### config.mk
export PLATFORM = sky130hd
export DESIGN_NAME = reg_file
export DESIGN_NICKNAME = d
export VERILOG_FILES = /design/src/design/datapath_pkg.sv /design/src/design/reg_file.sv
export SDC_FILE = /design/constraint.sdc
export NUM_CORES = 1
export LEC_CHECK = 0
export BUFFER_PORTS_ARGS = -buffer_cell sky130_fd_sc_hd__buf_2
export CAP_MARGIN = 15
export CORE_MARGIN = 3
export CORE_UTILIZATION = 35
export DETAILED_ROUTE_END_ITERATION = 12
export PLACE_DENSITY = 0.55
export SLEW_MARGIN = 25
export SYNTH_ARGS = -nofsm -noshare
export SYNTH_HDL_FRONTEND = slang
export SYNTH_SLANG_ARGS = --single-unit
### constraint.sdc
create_clock -name clk -period 0.9 [get_ports clk]
set_input_delay 0 -clock clk [delete_from_list [all_inputs] [get_ports clk]]
set_output_delay 0 -clock clk [all_outputs]
set_load 0.005 [all_outputs]
### src/design/datapath_pkg.sv
package datapath_pkg;

	// out strobes, one per bus source.
	typedef struct packed {
		logic        c_out;
		logic        inport_out;
		logic        mdr_out;
		logic        pc_out;
		logic        zlow_out;
		logic        zhigh_out;
		logic        lo_out;
		logic        hi_out;
		logic [15:0] r_out;
	} bus_sel_t;

	// in strobes and register side controls.
	typedef struct packed {
		logic        inc_pc;
		logic        mdr_read;
		logic        inport_in;
		logic        y_in;
		logic        ir_in;
		logic        mdr_in;
		logic        pc_in;
		logic        z_in;
		logic        lo_in;
		logic        hi_in;
		logic [15:0] r_in;
	} reg_load_t;

	typedef enum logic [3:0] {
		alu_add,
		alu_sub,
		alu_and,
		alu_or,
		alu_shr,
		alu_shra,
		alu_shl,
		alu_ror,
		alu_rol,
		alu_mul,
		alu_neg,
		alu_not,
		alu_inc4
	} alu_op_e;

	typedef struct packed {
		logic [4:0]  opcode;
		logic [3:0]  ra;
		logic [3:0]  rb;
		logic [3:0]  rc;
		logic [14:0] unused;
	} inst_reg_t;

	typedef struct packed {
		logic [4:0]  opcode;
		logic [3:0]  ra;
		logic [3:0]  rb;
		logic [18:0] constant;
	} inst_imm_t;

	// same instruction word, register or immediate view.
	typedef union packed {
		inst_reg_t rtype;
		inst_imm_t itype;
	} inst_word_u;

	typedef logic [15:0][31:0] gpr_sources_t;

	typedef struct packed {
		logic [31:0] c_sext;
		logic [31:0] inport;
		logic [31:0] mdr;
		logic [31:0] pc;
		logic [31:0] zlow;
		logic [31:0] zhigh;
		logic [31:0] lo;
		logic [31:0] hi;
	} special_sources_t;

endpackage
### src/design/reg_file.sv
`timescale 1ns/1ps

module reg_file (
	input  logic                       clk,
	input  logic                       arst_n,
	input  datapath_pkg::reg_load_t    load,
	input  logic                       base_zero,
	input  logic [31:0]                bus_word,
	output datapath_pkg::gpr_sources_t gpr
);

	import datapath_pkg::*;

	gpr_sources_t regs;

	// each register takes the bus under its own in strobe.
	always_ff @(posedge clk or negedge arst_n)
	begin
		if (!arst_n)
		begin
			regs <= '0;
		end
		else
		begin
			for (int i = 0; i < 16; i++)
			begin
				if (load.r_in[i])
				begin
					regs[i] <= bus_word;
				end
			end
		end
	end

	// r0 reads as zero when used as a base.
	always_comb
	begin
		gpr = regs;
		if (base_zero)
		begin
			gpr[0] = '0;
		end
	end

endmodule

* After elaboration in Yosys (flattened, before gate mapping) *
Index checks and enable logic that the tools add are counted.

word-level totals
  register bits after elaboration = 512
  bits of input ports = 61
  output and inout bits = 512
  logic and storage cells = 17

cells by class
  multiplexer cells = 1

operators with widths
  kind      number
  $mux W32  1

* Longest topological paths before layout *
  depth after elaboration = 1
  depth in mapped cells = 3
  mapped depth without buffers = 1

* Worst setup path after synthesis *
No wires, ideal clock.

  path type = register to register
  from = register gpr[321] (netlist name)
  to = register regs (netlist bit gpr[321])
  library setup time = 125 ps
  arrival time = 604 ps
  data required time = 775 ps
  path slack = 171 ps
  stages on the path, launching flop included = 2
  path buffers = 0
  clock period less this slack = 729 ps
  cell sequence = dfrtp_1 > mux2_4

RTL lines
  element                          RTL line        source
  to (signal, indexed assignment)  reg_file.sv:29  regs[i] <= bus_word;
  to (decl)                        reg_file.sv:14  gpr_sources_t regs;

==> flow_summary.json <==
{
  "outcome": "complete, but fails checks",
  "violations_in_the_final_reports": "negative setup slack",
  "tightest_slew_ps": 621,
  "tritoncts": "yes",
  "grt_remaining_overflow": 0,
  "worstPathMaxFanout": 2,
  "die_area_um2": 71900,
  "post_drt_wl_per_cell_um": 22.1,
  "drv_cap": 0,
  "initial_utilization_pct": 35.5,
  "pin_count_of_the_biggest_net_entering_global_routing": 61,
  "fp.coreArea_um2": 67600,
  "final.min_clock_period_ps": 1260,
  "required_ps": 900,
  "hp_class": "in2reg",
  "antenna_found_initial": 0,
  "hold_path_startpoint": "bus_word[1]",
  "vias": 13100,
  "detailed_router_iteration_count_before_antenna_repair": 4,
  "ant_nets": 0,
  "peakVddDrop_v": 0.00134,
  "io_port_bufs": 562,
  "die_width_um": 268,
  "timing_worst_setup_path_type": "reg2out",
  "arrival_ps": 1260,
  "final.setup_skew_ps": 0,
  "clk_root_buffer_cell": "clkbuf_16",
  "final_max_slew_viol_count": 0,
  "gp_congestion": 0.764,
  "synthDistinctLibCells": 9,
  "p_per_area_nw_per_um2": 2080,
  "via_count_of_the_first_global_routing_pass": 13900,
  "syn_nets": 1696,
  "final_cell_count_no_fill": 2948,
  "timing.rr.start": "gpr[493]",
  "syn_area_per_cell_um2": 14.7,
  "worst_r2r_endpoint": "gpr[493]",
  "flow.area_growth_from_synthesis_pct": 22.1,
  "totalWireLength_mm": 65.2,
  "min_path_cells": 2,
  "instance_count_of_the_mapped_netlist": 1635,
  "cts_made_buffers": 55,
  "maxClockFrequency_mhz": 796,
  "detailed_place_hpwl_mm": 44.5,
  "die-height_um": 268,
  "yosysSeqAreaShare_pct": 53.3,
  "timing.final.crit_share_pct": 140,
  "detailedPlace.worstSlack_ps": 5.62,
  "first_iter_violations": 522,
  "leakage_nw": 14.3,
  "timing.reg2reg.setup_slack_ps": -130,
  "routed_via_density": 4.44,
  "cts_num_sinks": 512,
  "remaining_drc_errors": 0,
  "cts.clk_slew.worst_paths_ps": 60,
  "hold_viol": 0,
  "num-nets-final": 2088,
  "dp_cell_count": 2561,
  "clock_tree.htree_level_count": 2,
  "grt_pass1_wl_mm": 93.1,
  "number_of_warnings_issued_by_yosys": 0,
  "layout-drive-gt1-share_pct": 71.4,
  "post_synthesis_sequential_element_count": 512,
  "filler_cell_count": 6112,
  "grt_setup_unrepaired": "yes",
  "layout_setup_ws_ps": -357,
  "report.final.setup_viol": 551,
  "clock_tree.buffer_depth": 3,
  "rows": 95,
  "global_route.usage.total_pct": 17.3,
  "worst_slew_margin_rel_pct": 58.6,
  "reg2regPathDepth": 3,
  "layout.core_utilization_pct": 43.4,
  "worstSetupStartpointType": "register",
  "top_level_port_count": 573,
  "worst_setup_path_end_kind": "output port",
  "min_delay_worst_endpoint": "gpr[353]",
  "syn_area_um2": 24000,
  "worst_skew_pair.late_latency_ps": 580
}
layer usage:
layer  routed length [um]  track usage (%)  vias to the layer above  part of all wire [%]
li1                     -                -                     5740                     -
met1                27400             21.5                     6892                    42
met2                32600             30.1                      377                    50
met5                    0                0                        -                     0
met3                 3870             4.35                       81                   5.9
met4                 1440             4.70                        0                   2.2
layout make-up:
class                           count  area [um^2]  area share (%)
Antenna cell                        3         7.51          0.0256
Clock buffer                       86         1680            5.71
Clock inverter                     16          210           0.716
Multi-Input combinational cell    544         6900            23.5
Sequential cell                   512        12800            43.6
Tap cell                          873         1090            3.72
Timing Repair Buffer              914         6660            22.7
synthesized netlist by cell type:
cell type | instances | area share (%)
buf_2 | 2 | 0.042
buf_6 | 64 | 3.0
nor2b_1 | 23 | 0.60
dfrtp_1 | 512 | 53
and2b_1 | 9 | 0.28
clkbuf_1 | 33 | 0.52
buf_4 | 480 | 15
mux2_4 | 210 | 13
mux2_2 | 302 | 14
timing repair:
action | 4_1_cts | 5_1_grt
endpoints found under the hold margin | 1024 | 0
hold buffers | 44 | 0
cloned | 0 | 0
resized for setup | 42 | 115
setup endpoints to repair | 512 | 581
setup buffers | 179 | 95
placed cells by master, fill, tap and decap left out, types with 14 or more instances in the layout:
| master | count |
|---|---|
| dfrtp_1 | 512 |
| buf_2 | 505 |
| mux2_2 | 287 |
| mux2_4 | 225 |
| buf_4 | 206 |
| buf_6 | 118 |
| clkbuf_16 | 57 |
| dlygate4sd3_1 | 44 |
| buf_12 | 40 |
| clkbuf_1 | 15 |
| clkbuf_8 | 14 |
state kept, by name, indices dropped and copies added, names as in the netlist:
name / flops
regs: 32
gpr: 480
how the worst max path moves through the flow:
| stage | slack, ps | start | cells past startpoint | end |
|---|---|---|---|---|
| 6_report | -360 | regs[30] | 2 | gpr[30] |
| 5_1_grt | -430 | regs[15] | 2 | gpr[15] |
| 4_1_cts | -410 | regs[15] | 2 | gpr[15] |
| 3_5_place_dp | 6 | load[4] | 3 | gpr[135] |
| 3_3_place_gp | 20 | load[7] | 3 | gpr[244] |
| 2_1_floorplan | 170 | gpr[321] | 1 | gpr[321] |
cell families (layout without fill, tap and decap cells):
logic type	after synthesis	after routing	synth area share [%]
other	0	3	0
DFF	512	512	53.3
buffers and inverters	579	1016	18.5
muxes	512	512	27.3
and+or+nand+nor	32	32	0.880
per-stage QoR:
| stage | setup TNS [ps] | hold WS, ps | area [um^2] | total power, mW |
|---|---|---|---|---|
| floorplan | 0 | -296 | 24000 | 33.8 |
| global placement | 0 | 49.5 | 24500 | 35.6 |
| detailed placement | 0 | 51.2 | 24500 | 35.8 |
| CTS | -132390 | 5.83 | 28400 | 61.0 |
| global route | -140710 | 8.63 | 29300 | 63.6 |
| finish | -109380 | 44.1 | 29400 | 61.0 |
critical path, cell delays in order, from the launching register on:
cell and delay (ps):
dfrtp_1 380, and2b_1 170, buf_6 120
power breakdown:
part	switching, mW	internal, mW	leakage [nW]
clock	9.22	14.2	0.927
sequential	1.31	25.3	5.99
combinational	4.45	6.52	7.41
No activity file was read; power rests on OpenSTA's default activity.
