## src/design/datapath_pkg.sv

```systemverilog
package datapath_pkg;

	// out strobes, one per bus source.
	typedef struct packed {
		logic        c_out;
		logic        inport_out;
		logic        mdr_out;
		logic        pc_out;
		logic        zlow_out;
		logic        zhigh_out;
		logic        lo_out;
		logic        hi_out;
		logic [15:0] r_out;
	} bus_sel_t;

	// in strobes and register side controls.
	typedef struct packed {
		logic        inc_pc;
		logic        mdr_read;
		logic        inport_in;
		logic        y_in;
		logic        ir_in;
		logic        mdr_in;
		logic        pc_in;
		logic        z_in;
		logic        lo_in;
		logic        hi_in;
		logic [15:0] r_in;
	} reg_load_t;

	typedef enum logic [3:0] {
		alu_add,
		alu_sub,
		alu_and,
		alu_or,
		alu_shr,
		alu_shra,
		alu_shl,
		alu_ror,
		alu_rol,
		alu_mul,
		alu_neg,
		alu_not,
		alu_inc4
	} alu_op_e;

	typedef struct packed {
		logic [4:0]  opcode;
		logic [3:0]  ra;
		logic [3:0]  rb;
		logic [3:0]  rc;
		logic [14:0] unused;
	} inst_reg_t;

	typedef struct packed {
		logic [4:0]  opcode;
		logic [3:0]  ra;
		logic [3:0]  rb;
		logic [18:0] constant;
	} inst_imm_t;

	// same instruction word, register or immediate view.
	typedef union packed {
		inst_reg_t rtype;
		inst_imm_t itype;
	} inst_word_u;

	typedef logic [15:0][31:0] gpr_sources_t;

	typedef struct packed {
		logic [31:0] c_sext;
		logic [31:0] inport;
		logic [31:0] mdr;
		logic [31:0] pc;
		logic [31:0] zlow;
		logic [31:0] zhigh;
		logic [31:0] lo;
		logic [31:0] hi;
	} special_sources_t;

endpackage
```

## src/design/bus.sv

```systemverilog
`timescale 1ns/1ps

module bus (
	input  datapath_pkg::bus_sel_t         sel,
	input  datapath_pkg::gpr_sources_t     gpr,
	input  datapath_pkg::special_sources_t special,
	output logic [31:0]                    bus_word
);

	logic [23:0] strobes;
	logic [4:0]  src_idx;
	logic        src_valid;

	// bit 0 is r0, bit 23 is the constant.
	assign strobes = {
		sel.c_out,
		sel.inport_out,
		sel.mdr_out,
		sel.pc_out,
		sel.zlow_out,
		sel.zhigh_out,
		sel.lo_out,
		sel.hi_out,
		sel.r_out
	};

	// lowest set strobe wins.
	always_comb
	begin
		src_idx   = '0;
		src_valid = 1'b0;
		for (int i = 23; i >= 0; i--)
		begin
			if (strobes[i])
			begin
				src_idx   = 5'(i);
				src_valid = 1'b1;
			end
		end
	end

	// idle bus reads zero.
	always_comb
	begin
		if (!src_valid)
			bus_word = '0;
		else if (!src_idx[4])
			bus_word = gpr[src_idx[3:0]];
		else
		begin
			case (src_idx[2:0])
				3'd0:    bus_word = special.hi;
				3'd1:    bus_word = special.lo;
				3'd2:    bus_word = special.zhigh;
				3'd3:    bus_word = special.zlow;
				3'd4:    bus_word = special.pc;
				3'd5:    bus_word = special.mdr;
				3'd6:    bus_word = special.inport;
				default: bus_word = special.c_sext;
			endcase
		end
	end

endmodule

```

## config.mk

```make
export PLATFORM = sky130hd
export DESIGN_NAME = bus
export DESIGN_NICKNAME = d
export VERILOG_FILES = /design/src/design/datapath_pkg.sv /design/src/design/bus.sv
export SDC_FILE = /design/constraint.sdc
export NUM_CORES = 1
export LEC_CHECK = 0
export BUFFER_PORTS_ARGS = -buffer_cell sky130_fd_sc_hd__buf_4
export CAP_MARGIN = 10
export CORE_AREA = 4 4 317 319
export DETAILED_ROUTE_END_ITERATION = 8
export DIE_AREA = 0 0 321 323
export GPL_ROUTABILITY_DRIVEN = 0
export SYNTH_ARGS = -nofsm -noshare
export SYNTH_HDL_FRONTEND = slang
export SYNTH_SLANG_ARGS = --single-unit
```

## constraint.sdc

```tcl
create_clock -name vclk -period 3.2
set_clock_uncertainty 0.1 [all_clocks]
set_input_delay 0.48 -clock vclk [all_inputs]
set_output_delay 0.48 -clock vclk [all_outputs]
set_load 0.01 [all_outputs]
```

# ---- Word level (Yosys, flattened, before mapping)
# Cells that the tools add are included.
dict set report word_totals {
  regBits 0
}
dict set report op_classes {
  order_cmp 1
  n_eq_ne 6
  mux 53
  n_reduce_logical 1
}
# op count
set op_table {}
lappend op_table {{one-hot mux 32 bit (7 select lines)} 1}
lappend op_table {{binary-select mux 32 bit (select 4 bit)} 1}
lappend op_table {{two-way mux 5 bit} 24}
lappend op_table {{two-way mux 32 bit} 3}
lappend op_table {{two-way mux 1 bit} 24}
lappend op_table {{== test 3 bit, second input constant} 3}
lappend op_table {{== test 3 x 2 -> 1 bit, second input constant} 2}
lappend op_table {{< comparator 4 x 5 -> 1 bit, second input constant} 1}
lappend op_table {{== test 3 x 1 -> 1 bit, second input constant} 1}
lappend op_table {{logical NOT 3 bit} 1}

# ---- Depth between registers and ports, before layout
dict set report depth {
  word_depth 28
  mapped_depth 12
}

# ---- Worst setup path before layout
# OpenSTA, ideal clock, no wires.
dict set report synth_timing {
  path_type {input to output}
  from {in sel[9] (netlist bit)}
  to {out bus_word[21]}
  t_arrival_ps 2674
  t_required_ps 2620
  path_slack_ps -54
  path_stages 11
  path_buffers 2
  path_cell_list {nor2_1 -> o311ai_1 -> o2111a_1 -> or2_4 -> a31oi_4 -> buf_4 -> buf_4 -> nor2_1 -> nor3_1 -> nor3_1 -> a2111oi_1}
}
dict set report synth_via {
  elab_chain_cells 14
}
# item line_no
set synth_lines {}
lappend synth_lines {{start, declared} bus.sv:4} ;# input datapath_pkg::bus_sel_t sel,
lappend synth_lines {{two-way mux 5 bit (10 in series)} bus.sv:34} ;# if (strobes[i])
lappend synth_lines {{binary-select mux 32 bit (select 4 bit) (tied with other cells)} bus.sv:48} ;# bus_word = gpr[src_idx[3:0]];
lappend synth_lines {{two-way mux 32 bit (not written as such) or one-hot mux 32 bit (7 select lines) (tied branches)} {bus.sv:48, bus.sv:51}}
lappend synth_lines {{two-way mux 32 bit} bus.sv:47} ;# else if (!src_idx[4])
lappend synth_lines {{two-way mux 32 bit (*)} bus.sv:45} ;# if (!src_valid)
lappend synth_lines {{end, declared} bus.sv:7} ;# output logic [31:0] bus_word
# Mark *: on every way between the ends. The rest lies on a longest branch, timed or not. The select of a mux whose other input is x is not followed.

# ---- Final worst setup path
dict set report layout_timing {
  from {in sel[6] (netlist bit)}
  to {out bus_word[1]}
}
dict set report layout_via {
  elab_chain_cells 11
}
# item line_no
set layout_lines {}
lappend layout_lines {{two-way mux 5 bit (7 in series)} bus.sv:34}
lappend layout_lines {{binary-select mux 32 bit (select 4 bit) (tied with other cells)} bus.sv:48}
lappend layout_lines {{two-way mux 32 bit (not written as such) or one-hot mux 32 bit (7 select lines) (tied branches)} {bus.sv:48, bus.sv:51}}
lappend layout_lines {{two-way mux 32 bit} bus.sv:47}
lappend layout_lines {{two-way mux 32 bit (*)} bus.sv:45}
# Marks and branches as above.

==> out/qor.yml <==
status: "finished with violations"
failed_checks: "setup timing"
die_area_um2: 104000
fin_util: 0.203
initial_utilization: 0.0640
path_class: "in -> out"
crit_chain: "buf_8, buf_4, nor3b_4, a2111oi_4, buf_4, o41ai_4, and3_4, buf_12, nand3_4, buf_12, buf_6, o21ai_0, o22ai_1, a221oi_2, a311oi_1, buf_4, buf_6"
post_dp_cell_area_um2: 16100
avgSynthCellArea_um2: 5.73
endpoint_kind: "output port"
vias: 14430
drive_above_1_share: 0.691
period_minus_slack_ns: 3.84
syn2layout_area_growth_pct: 217
p_leak_nw: 8.61
grt_max_degree: 32
ios: 824
yosys_warnings: 0
cp_slowest_cell: "and3_4"
synth_top_cell_by_area: "o21ai_0"
max_stage_delay_ns: 0.32
ys_types: 60
yosysSeqAreaShare: 0
fin_ws_ns: -0.643
critPathBufInv: 8
path_common_cell: "buf_4"
report.final.slew_viol_count: 0
firstDrtPassIters: 5
grt_pass1_vias: 14478
row_count: 115
hpwl_mm: 72.4
holdWs_ns: 1.33
tightest_slew_ns: 0.644
fin_crit_sh: 1.20
postRouteAntennaNets: 0
required_ns: 2.62
critPathTopFamily: "buffers and inverters"
core_area_um2: 97800
synth_area_um2: 6260
dieHeight_um: 323
synth.top_cells.by_area: "o21ai_0 (9.9%), nor2_1 (9.3%), o221ai_1 (8.1%), o22ai_1 (7.9%), nand2_1 (7.8%)"
antenna_found_initial: 14
grt_first_pass_wirelength_mm: 110
grt_usage: 0.150
worst_hold_path_type: "in -> out"
drt_iter0_markers: 766
setup_viol: 32
netlist_instances: 1093
rsz0062_at_grt: "yes"
seq_cell_count: 0
wl_mm: 88.3
vdd_drop_max_v: 0.0000663
layout.area.seq_um2: 0
setup.worst_path.start_class: "primary input"
fin_tns_setup_ns: -15.90
synth_top_area_frac: 0.0991
routedWlPerCell_um: 25.5
arrival_ns: 3.26
nClkBuffers: 0
grt_overflow: 0
via_per_inst: 4.17
io_buffers: 824
cts_hold_buf: 0
die_w_um: 321
slew-limit-headroom: 0.569
cap_violations: 0
drc: 0
hold_viol_final: 0
nNetsFinal: 2962
synth_nets: 1885
fmax_mhz: 260
stdcell_area_um2: 19900
cellPowerDensity_nw_per_um2: 126
path_max_fanout: 7
[routing by layer]
layer	vias to the layer above	GRT usage	part of all wire
met5	-	0	0.00052
met4	6	0.0424	0.039
met3	140	0.0239	0.067
met2	894	0.288	0.52
met1	6899	0.172	0.38
li1	6491	-	-
[repair_timing]
item,CTS,global route
pin swaps,94,88
gates cloned,4,7
buffers inserted,62,30
endpoints found under the setup margin,32,32
resized for setup,365,201
[cell usage after synthesis, types with 3 or more instances]
| cell | count |
|---|---|
| a2111oi_0 | 6 |
| a2111oi_1 | 5 |
| a211oi_1 | 10 |
| a21oi_1 | 83 |
| a221o_1 | 6 |
| a221oi_1 | 24 |
| a222oi_1 | 3 |
| a22o_1 | 3 |
| a22oi_1 | 8 |
| a311oi_1 | 9 |
| a32o_1 | 4 |
| a32oi_1 | 3 |
| and2_1 | 3 |
| and3_1 | 13 |
| buf_2 | 61 |
| buf_4 | 15 |
| clkbuf_1 | 38 |
| inv_1 | 12 |
| mux2i_1 | 26 |
| nand2_1 | 130 |
| nand3_1 | 14 |
| nor2_1 | 156 |
| nor2b_1 | 3 |
| nor3_1 | 95 |
| nor4_1 | 9 |
| nor4b_1 | 3 |
| o2111ai_1 | 4 |
| o211ai_1 | 4 |
| o21ai_0 | 124 |
| o221a_2 | 11 |
| o221ai_1 | 58 |
| o22a_1 | 3 |
| o22ai_1 | 79 |
| o31a_1 | 14 |
| o31ai_1 | 5 |
| o41ai_1 | 21 |
[cell usage in the layout, fill, tap and decap left out, types with 43 or more instances in the layout]
master    netlist  routed
buf_12          0      63
a21oi_1        83      58
nor2_1        156     117
nor3_2          1      51
o221ai_1       58      43
o22ai_1        79      70
buf_6           0      68
buf_4          15    1027
o21ai_0       124      86
nand2_1       130     123
[worst paths after layout]
check                 from            to  slack, ns  cells after the start
hold / removal    gpr[411]  bus_word[27]       1.33                      4
setup / recovery    sel[6]   bus_word[1]      -0.64                     17
[worst min-delay path, stage by stage]
cell and delay, ns:
buf_4 0.10, o21ai_0 0.14, a311oi_1 0.09, buf_4 0.14
[power breakdown]
part	switching, W	internal, W
clock network	0	0.000000000336
registers	0	0
logic	0.00111	0.00140
total	0.00111	0.00140
[per-stage QoR]
step	setup WS, ns	cells	total power [W]
after floorplan	0.0190	1093	0.000556
after global placement	-1.29	3374	0.00198
after detailed placement	-1.27	3374	0.00198
after CTS	-0.612	3424	0.00231
after global routing	-0.718	3460	0.00265
final	-0.643	3463	0.00250
[cell type report]
type | count | area, um2
fill | 10899 | 78000
timing repair buffer | 1191 | 10300
tap | 1287 | 1610
antenna | 8 | 20.0
multi-input combinational | 964 | 7850
inverter | 13 | 51.3
[kinds of logic after synthesis]
kind of cell           synth area share
AOI/OAI and AO/OA                 0.554
buffers and inverters            0.0985
and+or+nand+nor                   0.306
muxes                            0.0416
(Power assumes the default switching activity.)
