==> config.mk <==
export PLATFORM = sky130hd
export DESIGN_NAME = special_regs
export DESIGN_NICKNAME = d
export VERILOG_FILES = /design/src/design/datapath_pkg.sv /design/src/design/special_regs.sv
export SDC_FILE = /design/constraint.sdc
export NUM_CORES = 1
export LEC_CHECK = 0
export ABC_CLOCK_PERIOD_IN_PS = 3900
export BUFFER_PORTS_ARGS = -buffer_cell sky130_fd_sc_hd__clkbuf_2
export CORE_AREA = 2 2 183 185
export CTS_CLUSTER_DIAMETER = 40
export CTS_CLUSTER_SIZE = 25
export DETAILED_ROUTE_END_ITERATION = 10
export DIE_AREA = 0 0 185 187
export PLACE_DENSITY = 0.62
export SYNTH_ARGS = -nofsm -noshare
export SYNTH_HDL_FRONTEND = slang
export SYNTH_SLANG_ARGS = --single-unit
==> constraint.sdc <==
create_clock -name clk -period 3.9 [get_ports clk]
set_input_delay 0.39 -clock clk [delete_from_list [all_inputs] [get_ports clk]]
set_output_delay 0.39 -clock clk [all_outputs]
set_load 0.02 [all_outputs]
==> src/design/datapath_pkg.sv <==
package datapath_pkg;

	// out strobes, one per bus source.
	typedef struct packed {
		logic        c_out;
		logic        inport_out;
		logic        mdr_out;
		logic        pc_out;
		logic        zlow_out;
		logic        zhigh_out;
		logic        lo_out;
		logic        hi_out;
		logic [15:0] r_out;
	} bus_sel_t;

	// in strobes and register side controls.
	typedef struct packed {
		logic        inc_pc;
		logic        mdr_read;
		logic        inport_in;
		logic        y_in;
		logic        ir_in;
		logic        mdr_in;
		logic        pc_in;
		logic        z_in;
		logic        lo_in;
		logic        hi_in;
		logic [15:0] r_in;
	} reg_load_t;

	typedef enum logic [3:0] {
		alu_add,
		alu_sub,
		alu_and,
		alu_or,
		alu_shr,
		alu_shra,
		alu_shl,
		alu_ror,
		alu_rol,
		alu_mul,
		alu_neg,
		alu_not,
		alu_inc4
	} alu_op_e;

	typedef struct packed {
		logic [4:0]  opcode;
		logic [3:0]  ra;
		logic [3:0]  rb;
		logic [3:0]  rc;
		logic [14:0] unused;
	} inst_reg_t;

	typedef struct packed {
		logic [4:0]  opcode;
		logic [3:0]  ra;
		logic [3:0]  rb;
		logic [18:0] constant;
	} inst_imm_t;

	// same instruction word, register or immediate view.
	typedef union packed {
		inst_reg_t rtype;
		inst_imm_t itype;
	} inst_word_u;

	typedef logic [15:0][31:0] gpr_sources_t;

	typedef struct packed {
		logic [31:0] c_sext;
		logic [31:0] inport;
		logic [31:0] mdr;
		logic [31:0] pc;
		logic [31:0] zlow;
		logic [31:0] zhigh;
		logic [31:0] lo;
		logic [31:0] hi;
	} special_sources_t;

endpackage
==> src/design/special_regs.sv <==
`timescale 1ns/1ps

module special_regs #(
	parameter logic [31:0] PC_RESET = 32'h0000_0000
) (
	input  logic                           clk,
	input  logic                           arst_n,
	input  datapath_pkg::reg_load_t        load,
	input  logic [31:0]                    bus_word,
	input  logic [63:0]                    alu_result,
	input  logic [31:0]                    mdata_in,
	input  logic [31:0]                    inport_data,
	output logic [31:0]                    y_value,
	output logic                           base_zero,
	output datapath_pkg::special_sources_t special
);

	import datapath_pkg::*;

	logic [31:0] hi_q;
	logic [31:0] lo_q;
	logic [63:0] z_q;
	logic [31:0] pc_q;
	logic [31:0] mdr_q;
	logic [31:0] inport_q;
	logic [31:0] y_q;
	inst_word_u  ir_q;

	// plain bus loads.
	always_ff @(posedge clk or negedge arst_n)
	begin
		if (!arst_n)
		begin
			hi_q <= '0;
			lo_q <= '0;
			y_q  <= '0;
			ir_q <= '0;
		end
		else
		begin
			if (load.hi_in)
				hi_q <= bus_word;
			if (load.lo_in)
				lo_q <= bus_word;
			if (load.y_in)
				y_q <= bus_word;
			if (load.ir_in)
				ir_q <= bus_word;
		end
	end

	// z, mdr and the input port have their own sources.
	always_ff @(posedge clk or negedge arst_n)
	begin
		if (!arst_n)
		begin
			z_q      <= '0;
			mdr_q    <= '0;
			inport_q <= '0;
		end
		else
		begin
			if (load.z_in)
				z_q <= alu_result;
			if (load.mdr_in)
				mdr_q <= load.mdr_read ? mdata_in : bus_word;
			if (load.inport_in)
				inport_q <= inport_data;
		end
	end

	// a bus load beats the increment.
	always_ff @(posedge clk or negedge arst_n)
	begin
		if (!arst_n)
			pc_q <= PC_RESET;
		else if (load.pc_in)
			pc_q <= bus_word;
		else if (load.inc_pc)
			pc_q <= pc_q + 32'd4;
	end

	assign y_value   = y_q;
	assign base_zero = (ir_q.rtype.rb == 4'd0);

	assign special.hi     = hi_q;
	assign special.lo     = lo_q;
	assign special.zhigh  = z_q[63:32];
	assign special.zlow   = z_q[31:0];
	assign special.pc     = pc_q;
	assign special.mdr    = mdr_q;
	assign special.inport = inport_q;
	assign special.c_sext = {{13{ir_q.itype.constant[18]}}, ir_q.itype.constant};

endmodule

## Word-level counts from Yosys, hierarchy flattened

Index checks and enable logic that the tools add are counted.
Widths: inputs -> output; s select.

| storage, ports and cells | value |
|---|---|
| register bits after elaboration | 279 |
| bits in latches | 0 |
| RAM bits | 0 |
| memory bits (read-only) | 0 |
| output and inout port bits | 289 |
| word-level logic and storage cells | 14 |
| memories | 0 |

| cells by class | value |
|---|---|
| $add $sub $neg | 1 |
| multiply operators | 0 |
| divide/modulo/power cells | 0 |
| magnitude comparators | 0 |
| equality and inequality tests | 0 |
| shift-type cells | 0 |
| multiplexer cells | 3 |
| bitwise logic cells | 0 |
| reduce and logical (&&, ||, !) cells | 2 |

Operator list:

| cell | number |
|---|---|
| $mux 32 | 3 |
| $add 32x3->32 const B | 1 |
| $logic_not 4->1 | 1 |
| $reduce_bool 2->1 | 1 |

## Logic depth before layout (Yosys ltp)

| depth | value |
|---|---|
| word-level depth | 3 |
| mapped depth | 6 |

## Least setup slack after synthesis

Ideal clock, no wire load.

| path | value |
|---|---|
| kind | register -> register |
| start point | reg pc_q[2] |
| end point | reg pc_q[20] |
| library setup time | 82 ps |
| data arrival time | 1,969 ps |
| slack | 1,850 ps |
| cell stages (with the launch flop) | 7 |
| path through | dfrtp_1 > ha_1 > nand3_2 > or3b_1 > buf_2 > or4_1 > a31oi_1 |

| between the ends | value |
|---|---|
| cells in the longest elaborated chain, start to end | 3 |

RTL lines:

| element | RTL line | text |
|---|---|---|
| start, declared | special_regs.sv:23 | `logic [31:0] pc_q;` |
| start signal, assigned | special_regs.sv:78 | `pc_q <= bus_word;` |
| start signal, assigned | special_regs.sv:80 | `pc_q <= pc_q + 32'd4;` |
| $add 32x3->32 | special_regs.sv:80 |  |
| $mux 32 | special_regs.sv:79 | `else if (load.inc_pc)` |
| $mux 32 | special_regs.sv:77 | `else if (load.pc_in)` |

No other way between the ends. The select of a mux whose other input is x is not followed.
A chain may end at the register's enable or synchronous reset.

## Worst setup path in the final report

Same ends and word-level chain as after synthesis.

==> impl_metrics.yaml <==
logic_synthesis:
  synthFlopType: "dfrtp_1"
  synth_top_cell_area_share_pct: 60.91
  ys_top_cells_by_area: "dfrtp_1 61%, mux2_2 22%, mux2i_1 2.9%"
  synth_top_area_cell: "dfrtp_1"
  ys_seq_area_share_pct: 60.91
  synth_edf_count: 0
  async_flop_share_pct: 100.0
  yosysWarnings: 0
  netlist_instances: 838
  ys_types: 37
  postSynthAreaPerCell_um2: 13.68
  syn_nets: 1027
  synth_area_mm2: 0.01146
  ys_ff_latch: 279
place:
  dp_cells: 1673
  numPortBuffers: 460
  placed_area_mm2: 0.01398
  hpwl_um: 25290
  pre_cts_ws_ns: 1.670
  gp_congestion: 0.7948
timing:
  fin_hold_ws_ns: 0.09250
  rsz0062_at_grt: "false"
  skew_ns: 0.008334
  setup_slack_ns: 1.787
  fin_crit_sh_pct: 54.17
  worstMarginPinSlew_ns: 1.070
  relSlewSlack_pct: 28.65
  maxSlewViolCount: 0
  final-setup-viol-count: 0
  tns_ns: 0
  timing.final.crit_period_ns: 2.113
  fmax_mhz: 473.3
  hold_viol_final: 0
setup_path:
  crit_required_ns: 4.33
  end_kind: "flop"
  r2r_end: "pc_q[20]"
  rrSetupSlack_ns: 1.79
  slowest_stage: "or4_1"
  crit_fanout: 10
  start_kind: "flop"
  critical-path-max-stage-delay_ns: 0.54
  r2r-start: "pc_q[2]"
  r2r_cells: 5
  critPathKind: "reg -> reg"
  worstPathArrival_ns: 2.55
  crit_chain: "ha_1 -> nand3_2 -> or3b_1 -> or4_1 -> a31oi_1"
clock_tree:
  numCtsBuffers: 42
  ctsResizeCount: 0
  cts_root_buf: "clkbuf_16"
  cts_hold_buf: 1
  path_clk_slew_ns: 0.06
  h-tree-depth: 2
  post_cts_buffers: 0
  cts.path.max_buffers: 3
  cts_tree: "built"
  cts.sink_count: 279
  clock_latency_ns: 0.52
pwr:
  total_power_mw: 8.621
  leakagePower_nw: 7.357
  powerDensity_mw_per_mm2: 557.5
  ir_drop_uv: 347.6
cells_and_area:
  nFillCells: 3073
  drive_above_1_share_pct: 58.91
  fin_util_pct: 47.06
  layout.nets: 1459
  instances_no_fill: 1751
  fin_area_mm2: 0.01546
  syn_to_final_growth_pct: 34.91
hold_path:
  hold_path_class: "in -> reg"
  worstHoldStart: "alu_result[9]"
  whs_endpoint: "z_q[9]"
  min_path_cells: 2
floorplanning:
  ios: 477
  die_h_um: 187
  core_area_mm2: 0.03286
  die-area_mm2: 0.03460
  fp.dieW_um: 185
  initial_core_util_pct: 34.88
  rows: 67
global_route:
  grt_max_degree: 111
  grt_overflow: 0
  grt_usage_pct: 19.73
  grt_pass1_wl_um: 51830
  antenna_found_initial: 1
  grt_pass1_vias: 8586
route:
  wl_per_cell_um: 19.76
  ant_nets: 0
  drcViolationCount: 0
  routed_wirelength_um: 34610
  routed-via-count: 8398
  drt_first_iter_violations: 307
  drtPass1Iterations: 4
  avgViaCountPerCell: 4.796
job:
  maxCapViolations: 0
status:
  status: "complete, no violations"
kinds of logic (layout without fill, tap and decap cells):
kind of cell	count (synthesis)	count (layout)	synth area share, %
AOI/OAI and AO/OA	76	76	3.875
xor gates and xnor gates	12	12	0.9169
adders and majority gates	1	1	0.1091
buffers and inverters	85	549	3.875
DFF	279	279	60.91
muxes	252	252	24.40
other	0	1	0
and+or+nand+nor	133	133	5.916
layer usage:
layer  global-route usage, %  up-vias  part of all wire, %
li1                        -     3832                    -
met1                   22.40     4154                   38
met2                   34.63      355                   50
met3                   6.386       57                  8.5
met4                   6.838        0                  2.9
met5                       0        -                    0
worst max-delay path: cells and delay by family (launching register included):
kind            cells  cell delay [ns]
fa+ha+maj           1             0.24
flops               1             0.41
simple gates        3             1.21
compound gates      1             0.17
synth_stat cells (2+ instances only):
master	n
dfrtp_1	279
mux2_2	219
nor2_1	51
a21oi_1	33
mux2i_1	33
buf_4	32
clkbuf_1	28
nand2_1	24
buf_1	18
a31oi_1	14
o21ai_0	14
nand4_1	11
nand3_1	10
or4_1	10
o31ai_1	9
xnor2_1	7
xor2_1	5
and4_1	4
or3_1	4
and3_1	3
buf_2	3
inv_1	3
nor4_1	3
o41ai_1	3
a311o_1	2
and2_1	2
and3_2	2
nand3_2	2
nand4bb_1	2
worst max-delay path by stage:
stage,endpoint,from
CTS,pc_q[20],pc_q[2]
floorplan,pc_q[20],pc_q[2]
detailed placement,pc_q[15],load[19]
finish,pc_q[20],pc_q[2]
global placement,pc_q[15],load[19]
global route,pc_q[21],pc_q[4]
where the power goes:
part           internal [mW]  total [mW]  leakage [nW]  switching, mW
registers               3.19        3.37          3.24          0.186
clock network           2.42        3.84         0.716           1.42
logic                  0.532        1.40          3.40          0.872
cells in the final DEF (no fill, tap or decap), types with 3 or more instances in the layout:
cell	instances
or3_1	4
and4_1	4
o21ai_0	14
o41ai_1	3
clkbuf_2	459
xnor2_1	7
nor2_1	51
a31oi_1	14
and3_1	3
clkinvlp_4	3
xor2_1	5
nand4_1	11
or4_1	10
buf_4	8
mux2i_1	33
clkbuf_16	43
clkinv_2	4
inv_1	3
mux2_2	219
dfrtp_1	279
o31ai_1	9
bufinv_16	4
a21oi_1	33
inv_8	3
nand3_1	10
inv_6	5
clkbuf_8	5
nand2_1	24
clkinv_4	5
nor4_1	3
area by class of cell:
cell class              count  area [um2]  share of cell area, %
diodes                      1       2.502                0.01618
clock buffers              50        1152                  7.452
clock inverters            26       316.6                  2.047
inverters                   3       11.26                0.07282
multi-input cells         474        4036                  26.10
flip-flops and latches    279        6982                  45.15
well taps                 448       560.5                  3.625
repair buffers            470        2402                  15.54
flip-flops by register name, summed over array words and instances (netlist names):
name / count
y_value: 32
lo_q: 32
z_q: 64
mdr_q: 32
pc_q: 32
ir_q: 23
inport_q: 32
hi_q: 32
Note: power is estimated with default switching activity, not from simulation.
